### config.mk
export PLATFORM = sky130hd
export DESIGN_NAME = mhq_top
export DESIGN_NICKNAME = d
export VERILOG_FILES = /design/src/verilog/mhq_pkg.sv /design/src/verilog/mhq_ex.sv /design/src/verilog/mhq_fill.sv /design/src/verilog/mhq_lu.sv /design/src/verilog/mhq_top.sv
export SDC_FILE = /design/constraint.sdc
export NUM_CORES = 1
export LEC_CHECK = 0
export BUFFER_PORTS_ARGS = -buffer_cell sky130_fd_sc_hd__buf_2
export CORE_MARGIN = 2
export CORE_UTILIZATION = 55
export DETAILED_ROUTE_END_ITERATION = 8
export PLACE_DENSITY = 0.74
export SKIP_CTS_REPAIR_TIMING = 1
export SYNTH_ARGS = -nofsm -noshare
export SYNTH_HDL_FRONTEND = slang
export SYNTH_SLANG_ARGS = --single-unit
### constraint.sdc
create_clock -name clk -period 6.5 [get_ports clk]
set_input_delay 0.325 -clock clk [delete_from_list [all_inputs] [get_ports clk]]
set_output_delay 0.325 -clock clk [all_outputs]
set_load 0.01 [all_outputs]
### src/verilog/mhq_pkg.sv
/* Widths, queue depth and shared types of the miss handling queue.
   A line is four 32-bit words; the queue depth must stay a power of two. */
package mhq_pkg;

    localparam int ADDR_WIDTH      = 32;
    localparam int DATA_WIDTH      = 32;
    localparam int DC_LINE_BYTES   = 16;
    localparam int DC_OFFSET_WIDTH = 4;
    localparam int MHQ_DEPTH       = 4;
    localparam int MHQ_TAG_WIDTH   = 2;

    // Line address has the offset bits stripped
    typedef logic [ADDR_WIDTH-DC_OFFSET_WIDTH-1:0] mhq_addr_t;
    typedef logic [ADDR_WIDTH-1:0]                 addr_t;
    typedef logic [DATA_WIDTH-1:0]                 data_t;
    typedef logic [DC_OFFSET_WIDTH-1:0]            dc_offset_t;
    typedef logic [DATA_WIDTH/8-1:0]               byte_select_t;
    typedef logic [DC_LINE_BYTES-1:0]              dc_byte_select_t;
    typedef logic [MHQ_TAG_WIDTH-1:0]              mhq_tag_t;
    typedef logic [MHQ_DEPTH-1:0]                  mhq_tag_select_t;
    typedef logic [DC_LINE_BYTES*8-1:0]            cacheline_t;

    // Load/store unit function codes seen on the lookup port
    typedef enum logic [2:0] {
        LSU_FUNC_LB = 3'd0,
        LSU_FUNC_LH = 3'd1,
        LSU_FUNC_LW = 3'd2,
        LSU_FUNC_SB = 3'd3,
        LSU_FUNC_SH = 3'd4,
        LSU_FUNC_SW = 3'd5
    } lsu_func_t;

    typedef enum logic [1:0] {
        FILL_IDLE   = 2'd0,
        FILL_SETUP  = 2'd1,
        FILL_ACCESS = 2'd2,
        FILL_DONE   = 2'd3
    } fill_state_t;

endpackage

### src/verilog/mhq_ex.sv
/* Entries are allocated at the tail and released from the head, in order.
   Full counts the allocation in flight so a request a cycle behind is dropped. */
`timescale 1ns/100ps

module mhq_ex import mhq_pkg::*; (
    input  logic                              clk,
    input  logic                              n_rst,

    input  logic                              i_lu_en,
    input  logic                              i_lu_we,
    input  dc_offset_t                        i_lu_offset,
    input  data_t                             i_lu_wr_data,
    input  byte_select_t                      i_lu_byte_select,
    input  logic                              i_lu_match,
    input  mhq_tag_t                          i_lu_tag,
    input  mhq_tag_select_t                   i_lu_tag_select,
    input  mhq_addr_t                         i_lu_addr,

    input  logic                              i_fill_release,
    input  mhq_tag_t                          i_fill_release_tag,

    output logic [MHQ_DEPTH-1:0]              o_mhq_valid,
    output mhq_addr_t [MHQ_DEPTH-1:0]         o_mhq_addr,
    output cacheline_t [MHQ_DEPTH-1:0]        o_mhq_data,
    output dc_byte_select_t [MHQ_DEPTH-1:0]   o_mhq_byte_updated,
    output mhq_tag_t                          o_mhq_tail,
    output mhq_tag_t                          o_mhq_head,
    output logic                              o_mhq_full,

    output logic                              o_ex_bypass_en,
    output mhq_addr_t                         o_ex_bypass_addr,
    output mhq_tag_select_t                   o_ex_bypass_tag_select,
    output logic                              o_ex_release_ack
);

    logic                       alloc;
    logic                       merge;
    mhq_tag_t                   write_tag;
    mhq_tag_select_t            write_select;
    dc_byte_select_t            line_select;
    cacheline_t                 line_data;
    logic [MHQ_TAG_WIDTH:0]     valid_count;

    // A match whose entry was released meanwhile becomes a fresh allocation
    assign merge     = i_lu_en && i_lu_match && o_mhq_valid[i_lu_tag];
    assign alloc     = i_lu_en && !merge;
    assign write_tag = alloc ? o_mhq_tail : i_lu_tag;

    always_comb begin
        for (int i = 0; i < MHQ_DEPTH; i++) begin
            write_select[i] = (mhq_tag_t'(i) == write_tag);
        end
    end

    // Move the word into its slot in the line
    always_comb begin
        line_select = '0;
        if (i_lu_we) begin
            line_select = dc_byte_select_t'(i_lu_byte_select) << {i_lu_offset[3:2], 2'b00};
        end
        line_data = cacheline_t'(i_lu_wr_data) << {i_lu_offset[3:2], 5'b00000};
    end

    always_comb begin
        valid_count = '0;
        for (int i = 0; i < MHQ_DEPTH; i++) begin
            valid_count = valid_count + o_mhq_valid[i];
        end
    end

    assign o_mhq_full = (valid_count + alloc) >= MHQ_DEPTH;

    // Hold off the release while the same entry is being written
    assign o_ex_release_ack = i_fill_release &&
                              !(i_lu_en && (write_tag == i_fill_release_tag));

    assign o_ex_bypass_en         = i_lu_en;
    assign o_ex_bypass_addr       = i_lu_addr;
    assign o_ex_bypass_tag_select = alloc ? write_select : i_lu_tag_select;

    always_ff @(posedge clk) begin
        if (!n_rst) begin
            o_mhq_valid <= '0;
            o_mhq_head  <= '0;
            o_mhq_tail  <= '0;
        end else begin
            if (o_ex_release_ack) begin
                o_mhq_valid[o_mhq_head] <= 1'b0;
                o_mhq_head              <= o_mhq_head + 1'b1;
            end
            if (alloc) begin
                o_mhq_valid[o_mhq_tail] <= 1'b1;
                o_mhq_tail              <= o_mhq_tail + 1'b1;
            end
        end
    end

    always_ff @(posedge clk) begin
        if (alloc) begin
            o_mhq_addr[o_mhq_tail]         <= i_lu_addr;
            o_mhq_byte_updated[o_mhq_tail] <= line_select;
        end else if (merge) begin
            o_mhq_byte_updated[write_tag]  <= o_mhq_byte_updated[write_tag] | line_select;
        end

        if (i_lu_en) begin
            for (int b = 0; b < DC_LINE_BYTES; b++) begin
                if (line_select[b]) begin
                    o_mhq_data[write_tag][b*8 +: 8] <= line_data[b*8 +: 8];
                end
            end
        end
    end

endmodule

### src/verilog/mhq_fill.sv
/* Reads the head entry's line over APB, one word per transfer, then releases it.
   The APB port only reads; o_fill_valid is a single-cycle pulse with no ready. */
`timescale 1ns/100ps

module mhq_fill import mhq_pkg::*; (
    input  logic                              clk,
    input  logic                              n_rst,

    input  logic [MHQ_DEPTH-1:0]              i_mhq_valid,
    input  mhq_addr_t [MHQ_DEPTH-1:0]         i_mhq_addr,
    input  cacheline_t [MHQ_DEPTH-1:0]        i_mhq_data,
    input  dc_byte_select_t [MHQ_DEPTH-1:0]   i_mhq_byte_updated,
    input  mhq_tag_t                          i_mhq_head,
    input  logic                              i_ex_release_ack,

    output logic                              o_fill_release,
    output mhq_tag_t                          o_fill_release_tag,

    // APB master
    output addr_t                             o_paddr,
    output logic                              o_psel,
    output logic                              o_penable,
    output logic                              o_pwrite,
    input  data_t                             i_prdata,
    input  logic                              i_pready,

    output logic                              o_fill_valid,
    output mhq_addr_t                         o_fill_addr,
    output cacheline_t                        o_fill_data
);

    fill_state_t state;
    mhq_tag_t    fill_tag;
    mhq_addr_t   fill_addr;
    logic [1:0]  word_idx;
    cacheline_t  line_buf;
    cacheline_t  merged_line;

    assign o_psel             = (state == FILL_SETUP) || (state == FILL_ACCESS);
    assign o_penable          = (state == FILL_ACCESS);
    assign o_pwrite           = 1'b0;
    assign o_paddr            = {fill_addr, word_idx, 2'b00};
    assign o_fill_release     = (state == FILL_DONE);
    assign o_fill_release_tag = fill_tag;

    // Stored bytes win over memory data
    always_comb begin
        for (int b = 0; b < DC_LINE_BYTES; b++) begin
            if (i_mhq_byte_updated[fill_tag][b]) begin
                merged_line[b*8 +: 8] = i_mhq_data[fill_tag][b*8 +: 8];
            end else begin
                merged_line[b*8 +: 8] = line_buf[b*8 +: 8];
            end
        end
    end

    always_ff @(posedge clk) begin
        if (!n_rst) begin
            state        <= FILL_IDLE;
            o_fill_valid <= 1'b0;
        end else begin
            o_fill_valid <= (state == FILL_DONE) && i_ex_release_ack;
            case (state)
                FILL_IDLE: begin
                    if (i_mhq_valid[i_mhq_head]) begin
                        state <= FILL_SETUP;
                    end
                end
                FILL_SETUP: state <= FILL_ACCESS;
                FILL_ACCESS: begin
                    if (i_pready) begin
                        state <= (word_idx == 2'd3) ? FILL_DONE : FILL_SETUP;
                    end
                end
                FILL_DONE: begin
                    if (i_ex_release_ack) begin
                        state <= FILL_IDLE;
                    end
                end
                default: state <= FILL_IDLE;
            endcase
        end
    end

    always_ff @(posedge clk) begin
        // Head entry is latched while idle; it cannot change until released
        if (state == FILL_IDLE) begin
            fill_tag  <= i_mhq_head;
            fill_addr <= i_mhq_addr[i_mhq_head];
            word_idx  <= 2'd0;
        end
        if ((state == FILL_ACCESS) && i_pready) begin
            line_buf[word_idx*DATA_WIDTH +: DATA_WIDTH] <= i_prdata;
            word_idx                                    <= word_idx + 1'b1;
        end
        if ((state == FILL_DONE) && i_ex_release_ack) begin
            o_fill_addr <= fill_addr;
            o_fill_data <= merged_line;
        end
    end

endmodule

### src/verilog/mhq_lu.sv
/* Store data arrives right-justified; halfword stores must be 2-byte aligned
   and word stores 4-byte aligned. Requests seen while full are dropped. */
`timescale 1ns/100ps

module mhq_lu import mhq_pkg::*; (
    input  logic                              clk,
    input  logic                              n_rst,

    // Queue state from the execute stage
    input  logic [MHQ_DEPTH-1:0]              i_mhq_valid,
    input  mhq_addr_t [MHQ_DEPTH-1:0]         i_mhq_addr,
    input  mhq_tag_t                          i_mhq_tail,
    input  logic                              i_mhq_full,

    // Entry being written by the execute stage this cycle
    input  logic                              i_ex_bypass_en,
    input  mhq_addr_t                         i_ex_bypass_addr,
    input  mhq_tag_select_t                   i_ex_bypass_tag_select,

    input  logic                              i_lookup_valid,
    input  logic                              i_lookup_dc_hit,
    input  addr_t                             i_lookup_addr,
    input  lsu_func_t                         i_lookup_func,
    input  data_t                             i_lookup_data,
    input  logic                              i_lookup_we,

    output logic                              o_lu_en,
    output logic                              o_lu_we,
    output dc_offset_t                        o_lu_offset,
    output data_t                             o_lu_wr_data,
    output byte_select_t                      o_lu_byte_select,
    output logic                              o_lu_match,
    output mhq_tag_t                          o_lu_tag,
    output mhq_tag_select_t                   o_lu_tag_select,
    output mhq_addr_t                         o_lu_addr
);

    mhq_addr_t       lookup_addr;
    dc_offset_t      lookup_offset;
    logic            lookup_en;
    logic            bypass_hit;
    logic            lookup_match;
    mhq_tag_select_t match_select;
    mhq_tag_select_t tail_select;
    mhq_tag_select_t lookup_tag_select;
    mhq_tag_t        lookup_tag;
    byte_select_t    lookup_byte_select;
    data_t           lookup_wr_data;

    assign lookup_addr   = i_lookup_addr[ADDR_WIDTH-1:DC_OFFSET_WIDTH];
    assign lookup_offset = i_lookup_addr[DC_OFFSET_WIDTH-1:0];
    assign lookup_en     = i_lookup_valid && !i_lookup_dc_hit && !i_mhq_full;
    assign bypass_hit    = i_ex_bypass_en && (i_ex_bypass_addr == lookup_addr);

    // Search the queue, then pick bypass, match or tail in that order
    always_comb begin
        for (int i = 0; i < MHQ_DEPTH; i++) begin
            match_select[i] = i_mhq_valid[i] && (i_mhq_addr[i] == lookup_addr);
            tail_select[i]  = (mhq_tag_t'(i) == i_mhq_tail);
        end
        lookup_match = bypass_hit || (match_select != '0);

        if (bypass_hit) begin
            lookup_tag_select = i_ex_bypass_tag_select;
        end else if (match_select != '0) begin
            lookup_tag_select = match_select;
        end else begin
            lookup_tag_select = tail_select;
        end
    end

    // One-hot select to binary tag
    always_comb begin
        lookup_tag = '0;
        for (int i = 0; i < MHQ_DEPTH; i++) begin
            if (lookup_tag_select[i]) begin
                lookup_tag = mhq_tag_t'(i);
            end
        end
    end

    // Byte lanes within the word come from the low offset bits
    always_comb begin
        lookup_wr_data = i_lookup_data;
        case (i_lookup_func)
            LSU_FUNC_SB: begin
                lookup_byte_select = 4'b0001 << lookup_offset[1:0];
                lookup_wr_data     = i_lookup_data << {lookup_offset[1:0], 3'b000};
            end
            LSU_FUNC_SH: begin
                lookup_byte_select = 4'b0011 << {lookup_offset[1], 1'b0};
                lookup_wr_data     = i_lookup_data << {lookup_offset[1], 4'b0000};
            end
            LSU_FUNC_SW: lookup_byte_select = 4'b1111;
            default:     lookup_byte_select = 4'b0000;
        endcase
    end

    always_ff @(posedge clk) begin
        if (!n_rst) begin
            o_lu_en <= 1'b0;
        end else begin
            o_lu_en <= lookup_en;
        end
    end

    always_ff @(posedge clk) begin
        o_lu_we          <= i_lookup_we;
        o_lu_offset      <= lookup_offset;
        o_lu_wr_data     <= lookup_wr_data;
        o_lu_byte_select <= lookup_byte_select;
        o_lu_match       <= lookup_match;
        o_lu_tag         <= lookup_tag;
        o_lu_tag_select  <= lookup_tag_select;
        o_lu_addr        <= lookup_addr;
    end

endmodule

### src/verilog/mhq_top.sv
/* Miss handling queue: lookup, execute and fill stages. The requester must
   hold off while o_mhq_full is high; every fill must be taken by the cache. */
`timescale 1ns/100ps

module mhq_top import mhq_pkg::*; (
    input  logic       clk,
    input  logic       n_rst,

    input  logic       i_lookup_valid,
    input  logic       i_lookup_dc_hit,
    input  addr_t      i_lookup_addr,
    input  lsu_func_t  i_lookup_func,
    input  data_t      i_lookup_data,
    input  logic       i_lookup_we,
    output logic       o_mhq_full,

    output addr_t      o_paddr,
    output logic       o_psel,
    output logic       o_penable,
    output logic       o_pwrite,
    input  data_t      i_prdata,
    input  logic       i_pready,

    output logic       o_fill_valid,
    output mhq_addr_t  o_fill_addr,
    output cacheline_t o_fill_data
);

    logic                            lu_en;
    logic                            lu_we;
    dc_offset_t                      lu_offset;
    data_t                           lu_wr_data;
    byte_select_t                    lu_byte_select;
    logic                            lu_match;
    mhq_tag_t                        lu_tag;
    mhq_tag_select_t                 lu_tag_select;
    mhq_addr_t                       lu_addr;
    logic [MHQ_DEPTH-1:0]            mhq_valid;
    mhq_addr_t [MHQ_DEPTH-1:0]       mhq_addr;
    cacheline_t [MHQ_DEPTH-1:0]      mhq_data;
    dc_byte_select_t [MHQ_DEPTH-1:0] mhq_byte_updated;
    mhq_tag_t                        mhq_tail;
    mhq_tag_t                        mhq_head;
    logic                            ex_bypass_en;
    mhq_addr_t                       ex_bypass_addr;
    mhq_tag_select_t                 ex_bypass_tag_select;
    logic                            ex_release_ack;
    logic                            fill_release;
    mhq_tag_t                        fill_release_tag;

    mhq_lu u_mhq_lu (
        .clk(clk), .n_rst(n_rst),
        .i_mhq_valid(mhq_valid), .i_mhq_addr(mhq_addr), .i_mhq_tail(mhq_tail),
        .i_mhq_full(o_mhq_full),
        .i_ex_bypass_en(ex_bypass_en), .i_ex_bypass_addr(ex_bypass_addr),
        .i_ex_bypass_tag_select(ex_bypass_tag_select),
        .i_lookup_valid(i_lookup_valid), .i_lookup_dc_hit(i_lookup_dc_hit),
        .i_lookup_addr(i_lookup_addr), .i_lookup_func(i_lookup_func),
        .i_lookup_data(i_lookup_data), .i_lookup_we(i_lookup_we),
        .o_lu_en(lu_en), .o_lu_we(lu_we), .o_lu_offset(lu_offset),
        .o_lu_wr_data(lu_wr_data), .o_lu_byte_select(lu_byte_select),
        .o_lu_match(lu_match), .o_lu_tag(lu_tag), .o_lu_tag_select(lu_tag_select),
        .o_lu_addr(lu_addr)
    );

    mhq_ex u_mhq_ex (
        .clk(clk), .n_rst(n_rst),
        .i_lu_en(lu_en), .i_lu_we(lu_we), .i_lu_offset(lu_offset),
        .i_lu_wr_data(lu_wr_data), .i_lu_byte_select(lu_byte_select),
        .i_lu_match(lu_match), .i_lu_tag(lu_tag), .i_lu_tag_select(lu_tag_select),
        .i_lu_addr(lu_addr),
        .i_fill_release(fill_release), .i_fill_release_tag(fill_release_tag),
        .o_mhq_valid(mhq_valid), .o_mhq_addr(mhq_addr), .o_mhq_data(mhq_data),
        .o_mhq_byte_updated(mhq_byte_updated), .o_mhq_tail(mhq_tail),
        .o_mhq_head(mhq_head), .o_mhq_full(o_mhq_full),
        .o_ex_bypass_en(ex_bypass_en), .o_ex_bypass_addr(ex_bypass_addr),
        .o_ex_bypass_tag_select(ex_bypass_tag_select),
        .o_ex_release_ack(ex_release_ack)
    );

    mhq_fill u_mhq_fill (
        .clk(clk), .n_rst(n_rst),
        .i_mhq_valid(mhq_valid), .i_mhq_addr(mhq_addr), .i_mhq_data(mhq_data),
        .i_mhq_byte_updated(mhq_byte_updated), .i_mhq_head(mhq_head),
        .i_ex_release_ack(ex_release_ack),
        .o_fill_release(fill_release), .o_fill_release_tag(fill_release_tag),
        .o_paddr(o_paddr), .o_psel(o_psel), .o_penable(o_penable), .o_pwrite(o_pwrite),
        .i_prdata(i_prdata), .i_pready(i_pready),
        .o_fill_valid(o_fill_valid), .o_fill_addr(o_fill_addr), .o_fill_data(o_fill_data)
    );

endmodule
; ---- Word-level counts from Yosys, hierarchy flattened
; Index checks and enable logic that the tools add are counted.
[word_totals]
ff_bits = 1091
in_bits = 105
out_inout_bits = 193
elab_cells = 257
[op_classes]
add_sub_neg = 8
n_lt_le_gt_ge = 9
n_eq_ne = 22
shift = 8
n_mux = 142
bitwise_logic = 4
reduce_logical = 31
[op_table]
columns = op, count
row1 = 512-bit two-way mux, 31
row2 = 512-bit bitwise mux, 16
row3 = 128-bit demux with 2-bit select, 16
row4 = 128-bit binary-select mux with 2-bit select, 1
row5 = 128-bit two-way mux, 2
row6 = 64-bit two-way mux, 3
row7 = 28-bit equality test, 5
row8 = 8-bit two-way mux, 17
row9 = 128-bit bitwise mux, 1
row10 = 64-bit bitwise mux, 2
row11 = "32-bit by 34-bit variable shift with 128-bit output, first input constant", 1
row12 = 32-bit by 34-bit variable part select with 128-bit output, 1
row13 = 32-bit by 7-bit left shift with 128-bit output, 1
row14 = 120-bit two-way mux, 1
row15 = 112-bit bitwise mux, 1
row16 = 112-bit two-way mux, 1
row17 = 104-bit two-way mux, 1
row18 = 16-bit two-way mux, 6
row19 = 96-bit two-way mux, 1
row20 = 88-bit two-way mux, 1
row21 = 80-bit two-way mux, 1
row22 = 72-bit two-way mux, 1
row23 = 16-bit binary-select mux with 2-bit select, 2
row24 = 16-bit demux with 2-bit select, 2
row25 = other kinds (48), 109

; ---- Longest topological paths before layout
; Gate-level depths: netlist (run 1).
[logic_depth]
ltp_word = 57
ltp_mapped = 10

; ---- Hierarchy
; Synthesis (run 1) repeated with hierarchy kept, for this count alone.
[hier_totals]
hier_cells = 2679
hier_area_um2 = 46219.3
[by_module_without_submodules]
columns = mod, instances, cells_each, area_per_inst_um2, seq_area_each_um2
row1 = mhq_ex, 1, 1353, 24663.7, 20820.0
row2 = mhq_fill, 1, 858, 17053.9, 9549.2
row3 = mhq_lu, 1, 468, 4501.8, 1541.5

; ---- Worst setup path after synthesis (run 1)
; Ideal clock, no wire load.
[synth_path]
path_type = register to register
startpoint = reg u_mhq_lu.o_lu_tag[0]
endpoint = reg u_mhq_ex.o_mhq_head[1]
setup_ps = 272
arrival_time_ps = 4504
required_ps = 6228
slack_ps = 1724
path_stages_with_launch = 8
path_buffers = 1
cell_sequence = dfxtp_1 > buf_6 > mux4_2 > a21oi_1 > a31oi_1 > xor2_1 > a31oi_4 > o21ai_0
[synth_between]
elab_chain_len = 10
[synth_lines]
columns = item, line_no
row1 = start: declaration, mhq_lu.sv:33  ; output mhq_tag_t o_lu_tag,
row2 = start signal: assignment, mhq_lu.sv:113  ; o_lu_tag <= lookup_tag;
row3 = 1-bit binary-select mux with 2-bit select, mhq_ex.sv:45  ; assign merge = i_lu_en && i_lu_match && o_mhq_valid[i_lu_tag];
row4 = 1-bit two-way mux (not written as such), mhq_ex.sv:45
row5 = 1-bit logical AND, mhq_ex.sv:45
row6 = 1-bit zero test, mhq_ex.sv:46  ; assign alloc = i_lu_en && !merge;
row7 = 1-bit logical AND, mhq_ex.sv:46
row8 = 2-bit two-way mux (*), mhq_ex.sv:47  ; assign write_tag = alloc ? o_mhq_tail : i_lu_tag;
row9 = 2-bit equality test (*), mhq_ex.sv:75  ; !(i_lu_en && (write_tag == i_fill_release_tag));
row10 = 1-bit logical AND (*), mhq_ex.sv:75
row11 = 1-bit zero test (*), mhq_ex.sv:75
row12 = 1-bit logical AND (*), mhq_ex.sv:74  ; assign o_ex_release_ack = i_fill_release &&
row13 = end signal: assignment, mhq_ex.sv:89  ; o_mhq_head <= o_mhq_head + 1'b1;
row14 = end: declaration, mhq_ex.sv:27  ; output mhq_tag_t o_mhq_head,
; Mark *: on every way between the ends. The rest lies on a longest branch, timed or not. The select of a mux whose other input is x is not followed.
; A chain may end at the register's enable or synchronous reset.

==> flow_metrics.tcl, run 1 <==
set metrics [dict create \
    die_h_um 287.3 \
    clockRootBuffer "sky130_fd_sc_hd__clkbuf_16" \
    track_usage_pct 28.44 \
    start_kind "register" \
    report.final.slew_viol_count 0 \
    areaGrowthSynthToFinish_pct 15.14 \
    worst_pin_slew_ns 1.163 \
    tns_ns 0 \
    use_met3_pct 6.421 \
    slew_headroom_pct 22.47 \
    avgSynthCellArea_um2 17.31 \
    gp_routability_congestion 0.9357 \
    design.die.area_um2 82570 \
    via_count 25140 \
    wl_per_cell_um 29.10 \
    grt_start_max_net_pins 145 \
    dr.pass1.iters 7 \
    timing_hold_violations_final 2 \
    clock_sinks 1089 \
    synth_async_sr_flop_share_pct 0 \
    rsz_0062_raised_after_global_routing "false" \
    pin_count 298 \
    arrival_ns 4.89 \
    run_status "finished with violations" \
    clkPwrFrac_pct 36.4 \
    grt_antenna_before_repair 14 \
    met2_usage_pct 43.89 \
    port_buffer_count 294 \
    finalClockSkew_ns 0.03791 \
    synth-edff-count 1004 \
    internal_portion_of_total_power_w 0.01278 \
    coreArea_um2 79260 \
    worst_skew_pair.late_latency_ns 0.69 \
    synthTopCellsByArea "sky130_fd_sc_hd__edfxtp_1 (68%), sky130_fd_sc_hd__mux4_2 (8.9%), sky130_fd_sc_hd__dfxtp_1 (3.9%), sky130_fd_sc_hd__and2_1 (3.3%), sky130_fd_sc_hd__mux2_2 (3.3%)" \
    numCtsBuffers 106 \
    start_util_pct 55.71 \
    yosysUniqueCellTypes 56 \
    leading_cell_type_in_the_layout_fill_and_taps_excluded "sky130_fd_sc_hd__edfxtp_1" \
    htreeDepth 3 \
    synth_flop_cell "sky130_fd_sc_hd__edfxtp_1" \
    synth_area_um2 44160 \
    worstHoldPathType "in -> reg" \
    drive_above_1_share_pct 28.05 \
    nFillCells 5317 \
    grt_busiest_layer "met2" \
    max_freq_mhz 217.7 \
    violated_checks "negative hold slack" \
    power_leakage_nw 17.29 \
    path_max_fanout 22 \
    clkSlewWorstSetupHoldPaths_ns 0.06 \
    vias_per_cell 6.213 \
    clock_tree_from_tritoncts "built" \
    layout.cells.most_common_list "sky130_fd_sc_hd__edfxtp_1 (1004), sky130_fd_sc_hd__buf_2 (294), sky130_fd_sc_hd__and2_1 (236)" \
    max_cap_viol_count 0 \
    post-dp-hpwl_um 80130 \
    hold-worst-slack_ns -0.01476 \
    postRouteWirelength_um 117700 \
    period_minus_slack_ns 4.594 \
    synth_seq_area_share_pct 72.13 \
    syn_inst 2551 \
    gr-usage-met1_pct 39.97 \
    rows 103 \
    drtIter0Drc 3448 \
    synth.ff_latch_count 1089 \
    clock_tree.buffer_depth 3 \
    irDropWorstVdd_mv 0.3245 \
    powerDensity_nw_per_um2 337.2 \
    kind_of_end_point_of_the_critical_path "register" \
    critical_path_class "reg -> reg" \
    proportion_of_power_drawn_by_flip_flops_and_latches_pct 48.0 \
    antenna_violating_nets_post_route 0 \
    yosys_warnings 0 \
    finalSetupViolations 0 \
    min_period_over_period_pct 70.67 \
    reg2reg_from "u_mhq_lu.o_lu_tag[0]" \
    synth_area_leader_cell "sky130_fd_sc_hd__edfxtp_1" \
    power_switching_w 0.004366 \
    global_route.overflow_total 0 \
    grt_pass1_vias 24660 \
    hold_path_startpoint "i_lookup_data[28]" \
    post-synth-top-area-fraction_pct 68.28 \
    design.final.nets 3020 \
    worst_setup_sp "u_mhq_lu.o_lu_tag[0]" \
    comb_power_share_pct 15.7 \
    drc 0 \
    crit_required_ns 6.79 \
    die_w_um 287.3 \
    first_pass_grt_wire_length_um 168400 \
    sw_frac_of_total_pct 25.46 \
]
[power by group through the flow]
stage | Sequential, W | Clock (W) | Combinational [W]
after floorplan | 0.00832 | 0 | 0.00174
after detailed placement | 0.00836 | 0 | 0.00263
after global placement | 0.00835 | 0 | 0.00258
after CTS | 0.00821 | 0.00629 | 0.00266
final | 0.00822 | 0.00624 | 0.00269
after global routing | 0.00823 | 0.00655 | 0.00284
[per-layer routing]
metal  wire, um  up-vias
met5         51        -
met4       5062        8
met3      13410      284
met2      55000     1679
met1      44220    12670
li1           -    10500
[critical path, cell delays in order, from the launching register on]
cell,delay [ns]
sky130_fd_sc_hd__dfxtp_1,0.55
sky130_fd_sc_hd__mux4_2,0.63
sky130_fd_sc_hd__a21o_1,0.39
sky130_fd_sc_hd__o31ai_4,0.98
sky130_fd_sc_hd__nand2_2,0.77
sky130_fd_sc_hd__nor2_1,0.87
[cell usage after synthesis (20+ instances only)]
cell type	n
sky130_fd_sc_hd__a21oi_1	74
sky130_fd_sc_hd__and2_1	236
sky130_fd_sc_hd__and3_1	57
sky130_fd_sc_hd__buf_2	25
sky130_fd_sc_hd__clkbuf_1	105
sky130_fd_sc_hd__dfxtp_1	85
sky130_fd_sc_hd__edfxtp_1	1004
sky130_fd_sc_hd__inv_1	25
sky130_fd_sc_hd__mux2_2	129
sky130_fd_sc_hd__mux4_2	174
sky130_fd_sc_hd__nand2_1	74
sky130_fd_sc_hd__nand3_1	23
sky130_fd_sc_hd__nand4_1	21
sky130_fd_sc_hd__nor2_1	123
sky130_fd_sc_hd__nor4_1	20
sky130_fd_sc_hd__o21ai_0	37
sky130_fd_sc_hd__o22ai_1	20
sky130_fd_sc_hd__xnor2_1	68
sky130_fd_sc_hd__xor2_1	75
[logic make-up after synthesis]
| group | count (synthesis) | share of synthesized area, % |
|---|---|---|
| flip-flops | 1089 | 72.13 |
| XOR/XNOR | 143 | 2.836 |
| multiplexers | 315 | 12.45 |
| AND/OR/NAND/NOR | 589 | 7.189 |
| buffers and inverters | 179 | 1.694 |
| AO/OA/AOI/OAI | 215 | 3.111 |
| other | 1 | 0.008493 |
| adder cells (fa/ha/maj) | 20 | 0.5837 |
[path summary, 6_finish.rpt]
kind                                                   to  slack [ns]  cells after the start
worst min register to register  u_mhq_fill.o_fill_addr[0]        0.45                      0
worst min-delay path            u_mhq_lu.o_lu_wr_data[28]       -0.01                      3
worst max-delay path              u_mhq_ex.o_mhq_data[14]        1.91                      5
worst max register to register    u_mhq_ex.o_mhq_data[14]        1.91                      5
[sequential cells by signal, indices dropped and copies added, names as in the netlist, 2 cells and up]
name,count
u_mhq_fill.o_fill_release_tag,2
u_mhq_lu.o_lu_offset,2
u_mhq_ex.o_mhq_data,512
u_mhq_lu.o_lu_wr_data,32
u_mhq_fill.state,2
u_mhq_fill.fill_addr,28
u_mhq_ex.o_mhq_addr,112
u_mhq_ex.o_mhq_valid,4
u_mhq_lu.o_lu_addr,28
u_mhq_fill.o_fill_addr,28
u_mhq_lu.o_lu_tag_select,3
u_mhq_ex.o_mhq_tail,2
u_mhq_ex.o_mhq_byte_updated,64
u_mhq_lu.o_lu_byte_select,4
u_mhq_fill.word_idx,2
u_mhq_fill.o_fill_data,128
u_mhq_fill.line_buf,128
u_mhq_ex.o_mhq_head,2
u_mhq_lu.o_lu_tag,2
[stage by stage]
stage                     instances  setup slack, ns  total power (W)  area (um2)  util, %
after floorplan                2553            1.724          0.01006       44160        -
after CTS                      3978            2.005          0.01716       50220    63.37
after global placement         3778            2.240          0.01093       46620    58.83
after detailed placement       3778            2.041          0.01099       46620    58.83
after global routing           4038            1.793          0.01762       50820    64.12
final                          4046            1.906          0.01714       50840    64.15
[cell type report]
type | instances | area [um2] | area share, %
Sequential cell | 1089 | 31850 | 62.65
Antenna cell | 9 | 22.52 | 0.04430
Inverter | 25 | 93.84 | 0.1846
Multi-Input combinational cell | 1285 | 11610 | 22.83
Clock inverter | 61 | 601.8 | 1.184
Tap cell | 1050 | 1314 | 2.584
Clock buffer | 139 | 2999 | 5.899
Timing Repair Buffer | 388 | 2350 | 4.622
No activity file was read; power rests on OpenSTA's default activity.
==> run 2, diff against run 1 <==
--- a/config.mk
+++ b/config.mk
@@ -7,9 +7,9 @@
 export LEC_CHECK = 0
 export BUFFER_PORTS_ARGS = -buffer_cell sky130_fd_sc_hd__buf_2
 export CORE_MARGIN = 2
-export CORE_UTILIZATION = 55
+export CORE_UTILIZATION = 54
 export DETAILED_ROUTE_END_ITERATION = 8
-export PLACE_DENSITY = 0.74
+export PLACE_DENSITY = 0.75
 export SKIP_CTS_REPAIR_TIMING = 1
 export SYNTH_ARGS = -nofsm -noshare
 export SYNTH_HDL_FRONTEND = slang
==> constraint.sdc (replaced) <==
create_clock -name clk -period 3.92 [get_ports clk]
set_input_delay 0.196 -clock clk [delete_from_list [all_inputs] [get_ports clk]]
set_output_delay 0.196 -clock clk [all_outputs]
set_load 0.01 [all_outputs]
==> run 2 against run 1 <==
Compared with the run above: the flow now finishes without violations; via count up 1.9%; final area up 1.6%; critical path depth up 1; clock power up 65%; wire length up 3.1%; clock skew up 0.026 ns; total power up 66%; worst setup slack worse by 1.2 ns; non-clock buffer count up 100; largest cell class unchanged; highest routed layer unchanged.
==> flow_metrics.tcl, run 2 (synthesized netlist as in run 1, its figures left out) <==
set metrics [dict create \
    layout.cells.most_common_list "sky130_fd_sc_hd__edfxtp_1 (1004), sky130_fd_sc_hd__buf_2 (294), sky130_fd_sc_hd__and2_1 (236)" \
    run_status "completed" \
    die_w_um 290.0 \
    htreeDepth 3 \
    track_usage_pct 28.62 \
    worst_pin_slew_ns 1.006 \
    grt_antenna_before_repair 14 \
    hold-worst-slack_ns 0.02854 \
    drtIter0Drc 3544 \
    multi_input_area_um2 11600 \
    fin_area_um2 51670 \
    clock_tree.buffer_depth 3 \
    timing_hold_violations_final 0 \
    path_max_fanout 12 \
    power.total_w 0.02846 \
    grt_pass1_vias 25080 \
    design.final.nets 3122 \
    clkSlewWorstSetupHoldPaths_ns 0.06 \
    global_route.overflow_total 0 \
    worstHoldPathType "in -> reg" \
    registers.top_by_ff_count "u_mhq_ex.o_mhq_data" \
    drc 0 \
    drive_above_1_share_pct 28.88 \
    antenna_violating_nets_post_route 0 \
    reg2reg_from "u_mhq_lu.o_lu_tag[0]" \
    pin_count 298 \
    max_cap_viol_count 0 \
    max_freq_mhz 309.0 \
    vias_per_cell 6.154 \
    hold_path_startpoint "i_prdata[8]" \
    rows 104 \
    kind_of_end_point_of_the_critical_path "register" \
    clock_sinks 1089 \
    irDropWorstVdd_mv 0.4599 \
    design.die.area_um2 84070 \
    finalSetupViolations 0 \
    arrival_ns 3.49 \
    slew_headroom_pct 32.95 \
    powerDensity_nw_per_um2 550.8 \
    finalClockSkew_ns 0.06429 \
    worst_skew_pair.late_latency_ns 0.69 \
    coreArea_um2 80680 \
    first_pass_grt_wire_length_um 173900 \
    clockRootBuffer "sky130_fd_sc_hd__clkbuf_16" \
    critical_path_class "reg -> reg" \
    port_buffer_count 294 \
    combined_flip_flop_and_latch_cell_area_um2 31850 \
    numCtsBuffers 108 \
    via_count 25600 \
    gp_routability_congestion 0.9525 \
    postRouteWirelength_um 121400 \
    worst_setup_sp "u_mhq_lu.o_lu_tag[0]" \
    detailed_place.area_um2 47200 \
    grt_start_max_net_pins 100 \
    start_util_pct 54.73 \
    leading_cell_type_in_the_layout_fill_and_taps_excluded "sky130_fd_sc_hd__edfxtp_1" \
    report.final.slew_viol_count 0 \
    reg_top3 "u_mhq_ex.o_mhq_data x512, u_mhq_fill.line_buf x128, u_mhq_fill.o_fill_data x128" \
    min_period_over_period_pct 82.55 \
    tns_ns 0 \
    post-dp-hpwl_um 82410 \
    power_leakage_nw 17.74 \
    areaGrowthSynthToFinish_pct 17.02 \
    nFillCells 5526 \
    largest_reg_flops 512 \
    crit_required_ns 4.18 \
    wl_per_cell_um 29.18 \
    rsz_0062_raised_after_global_routing "false" \
    period_minus_slack_ns 3.236 \
    clock_tree_from_tritoncts "built" \
    die_h_um 290.0 \
    start_kind "register" \
    dr.pass1.iters 6 \
]
## run 2: cell count changes in the layout (fill, tap and decap cells not counted), moves of 3 or more
cell,previous run,this run
sky130_fd_sc_hd__clkbuf_1,18,31
sky130_fd_sc_hd__buf_12,2,7
sky130_fd_sc_hd__clkinv_4,4,1
sky130_fd_sc_hd__buf_4,33,94
sky130_fd_sc_hd__clkbuf_16,114,109
sky130_fd_sc_hd__dlygate4sd3_1,59,93
sky130_fd_sc_hd__bufinv_16,7,10
## run 2: metrics by stage
step                worst slack, ns  cells  util, %
finish                       0.6841   4160    64.05
floorplan                   -0.7074   2553        -
detailed placement           0.7608   3854    58.50
global placement             0.8744   3854    58.50
CTS                          0.6885   4056    62.86
global route                 0.5533   4149    64.01
## run 2: report_power, final
group          leakage (nW)  total (W)  internal, W  switching [W]
clock                  1.70     0.0103      0.00588        0.00439
combinational          6.11    0.00452      0.00202        0.00250
sequential             9.94     0.0137       0.0133       0.000355
## run 2: layout make-up
cell class              instances  area share [%]
flip-flops and latches       1089           61.65
repair buffers                488           6.286
clock inverters                58           1.196
well taps                    1060           2.567
clock buffers                 144           5.611
diodes                         11         0.05327
inverters                      25          0.1816
multi-input cells            1285           22.46
## run 2: path summary, 6_finish.rpt
| check | endpoint | slack, ns | depth (start not counted) |
|---|---|---|---|
| hold / removal | u_mhq_fill.line_buf[8] | 0.03 | 2 |
| hold reg to reg | u_mhq_fill.o_fill_addr[10] | 0.46 | 0 |
| setup / recovery | u_mhq_ex.o_mhq_data[354] | 0.68 | 6 |
| setup reg to reg | u_mhq_ex.o_mhq_data[354] | 0.68 | 6 |
## run 2: metal layers
| metal | up-vias | routed length, um | global-route usage, % |
|---|---|---|---|
| met5 | - | 54 | 0 |
| met4 | 8 | 6605 | 14.49 |
| met3 | 264 | 11730 | 5.208 |
| met2 | 1629 | 58830 | 46.34 |
| met1 | 12970 | 44170 | 37.56 |
| li1 | 10730 | - | - |
## run 2: worst max-delay path: stages, from the launching register on
cell and delay (ns):
sky130_fd_sc_hd__dfxtp_2 0.45, sky130_fd_sc_hd__mux4_2 0.61, sky130_fd_sc_hd__a21o_1 0.39, sky130_fd_sc_hd__o21ai_4 0.23, sky130_fd_sc_hd__nand2_2 0.27, sky130_fd_sc_hd__buf_4 0.27
sky130_fd_sc_hd__nor2_1 0.60
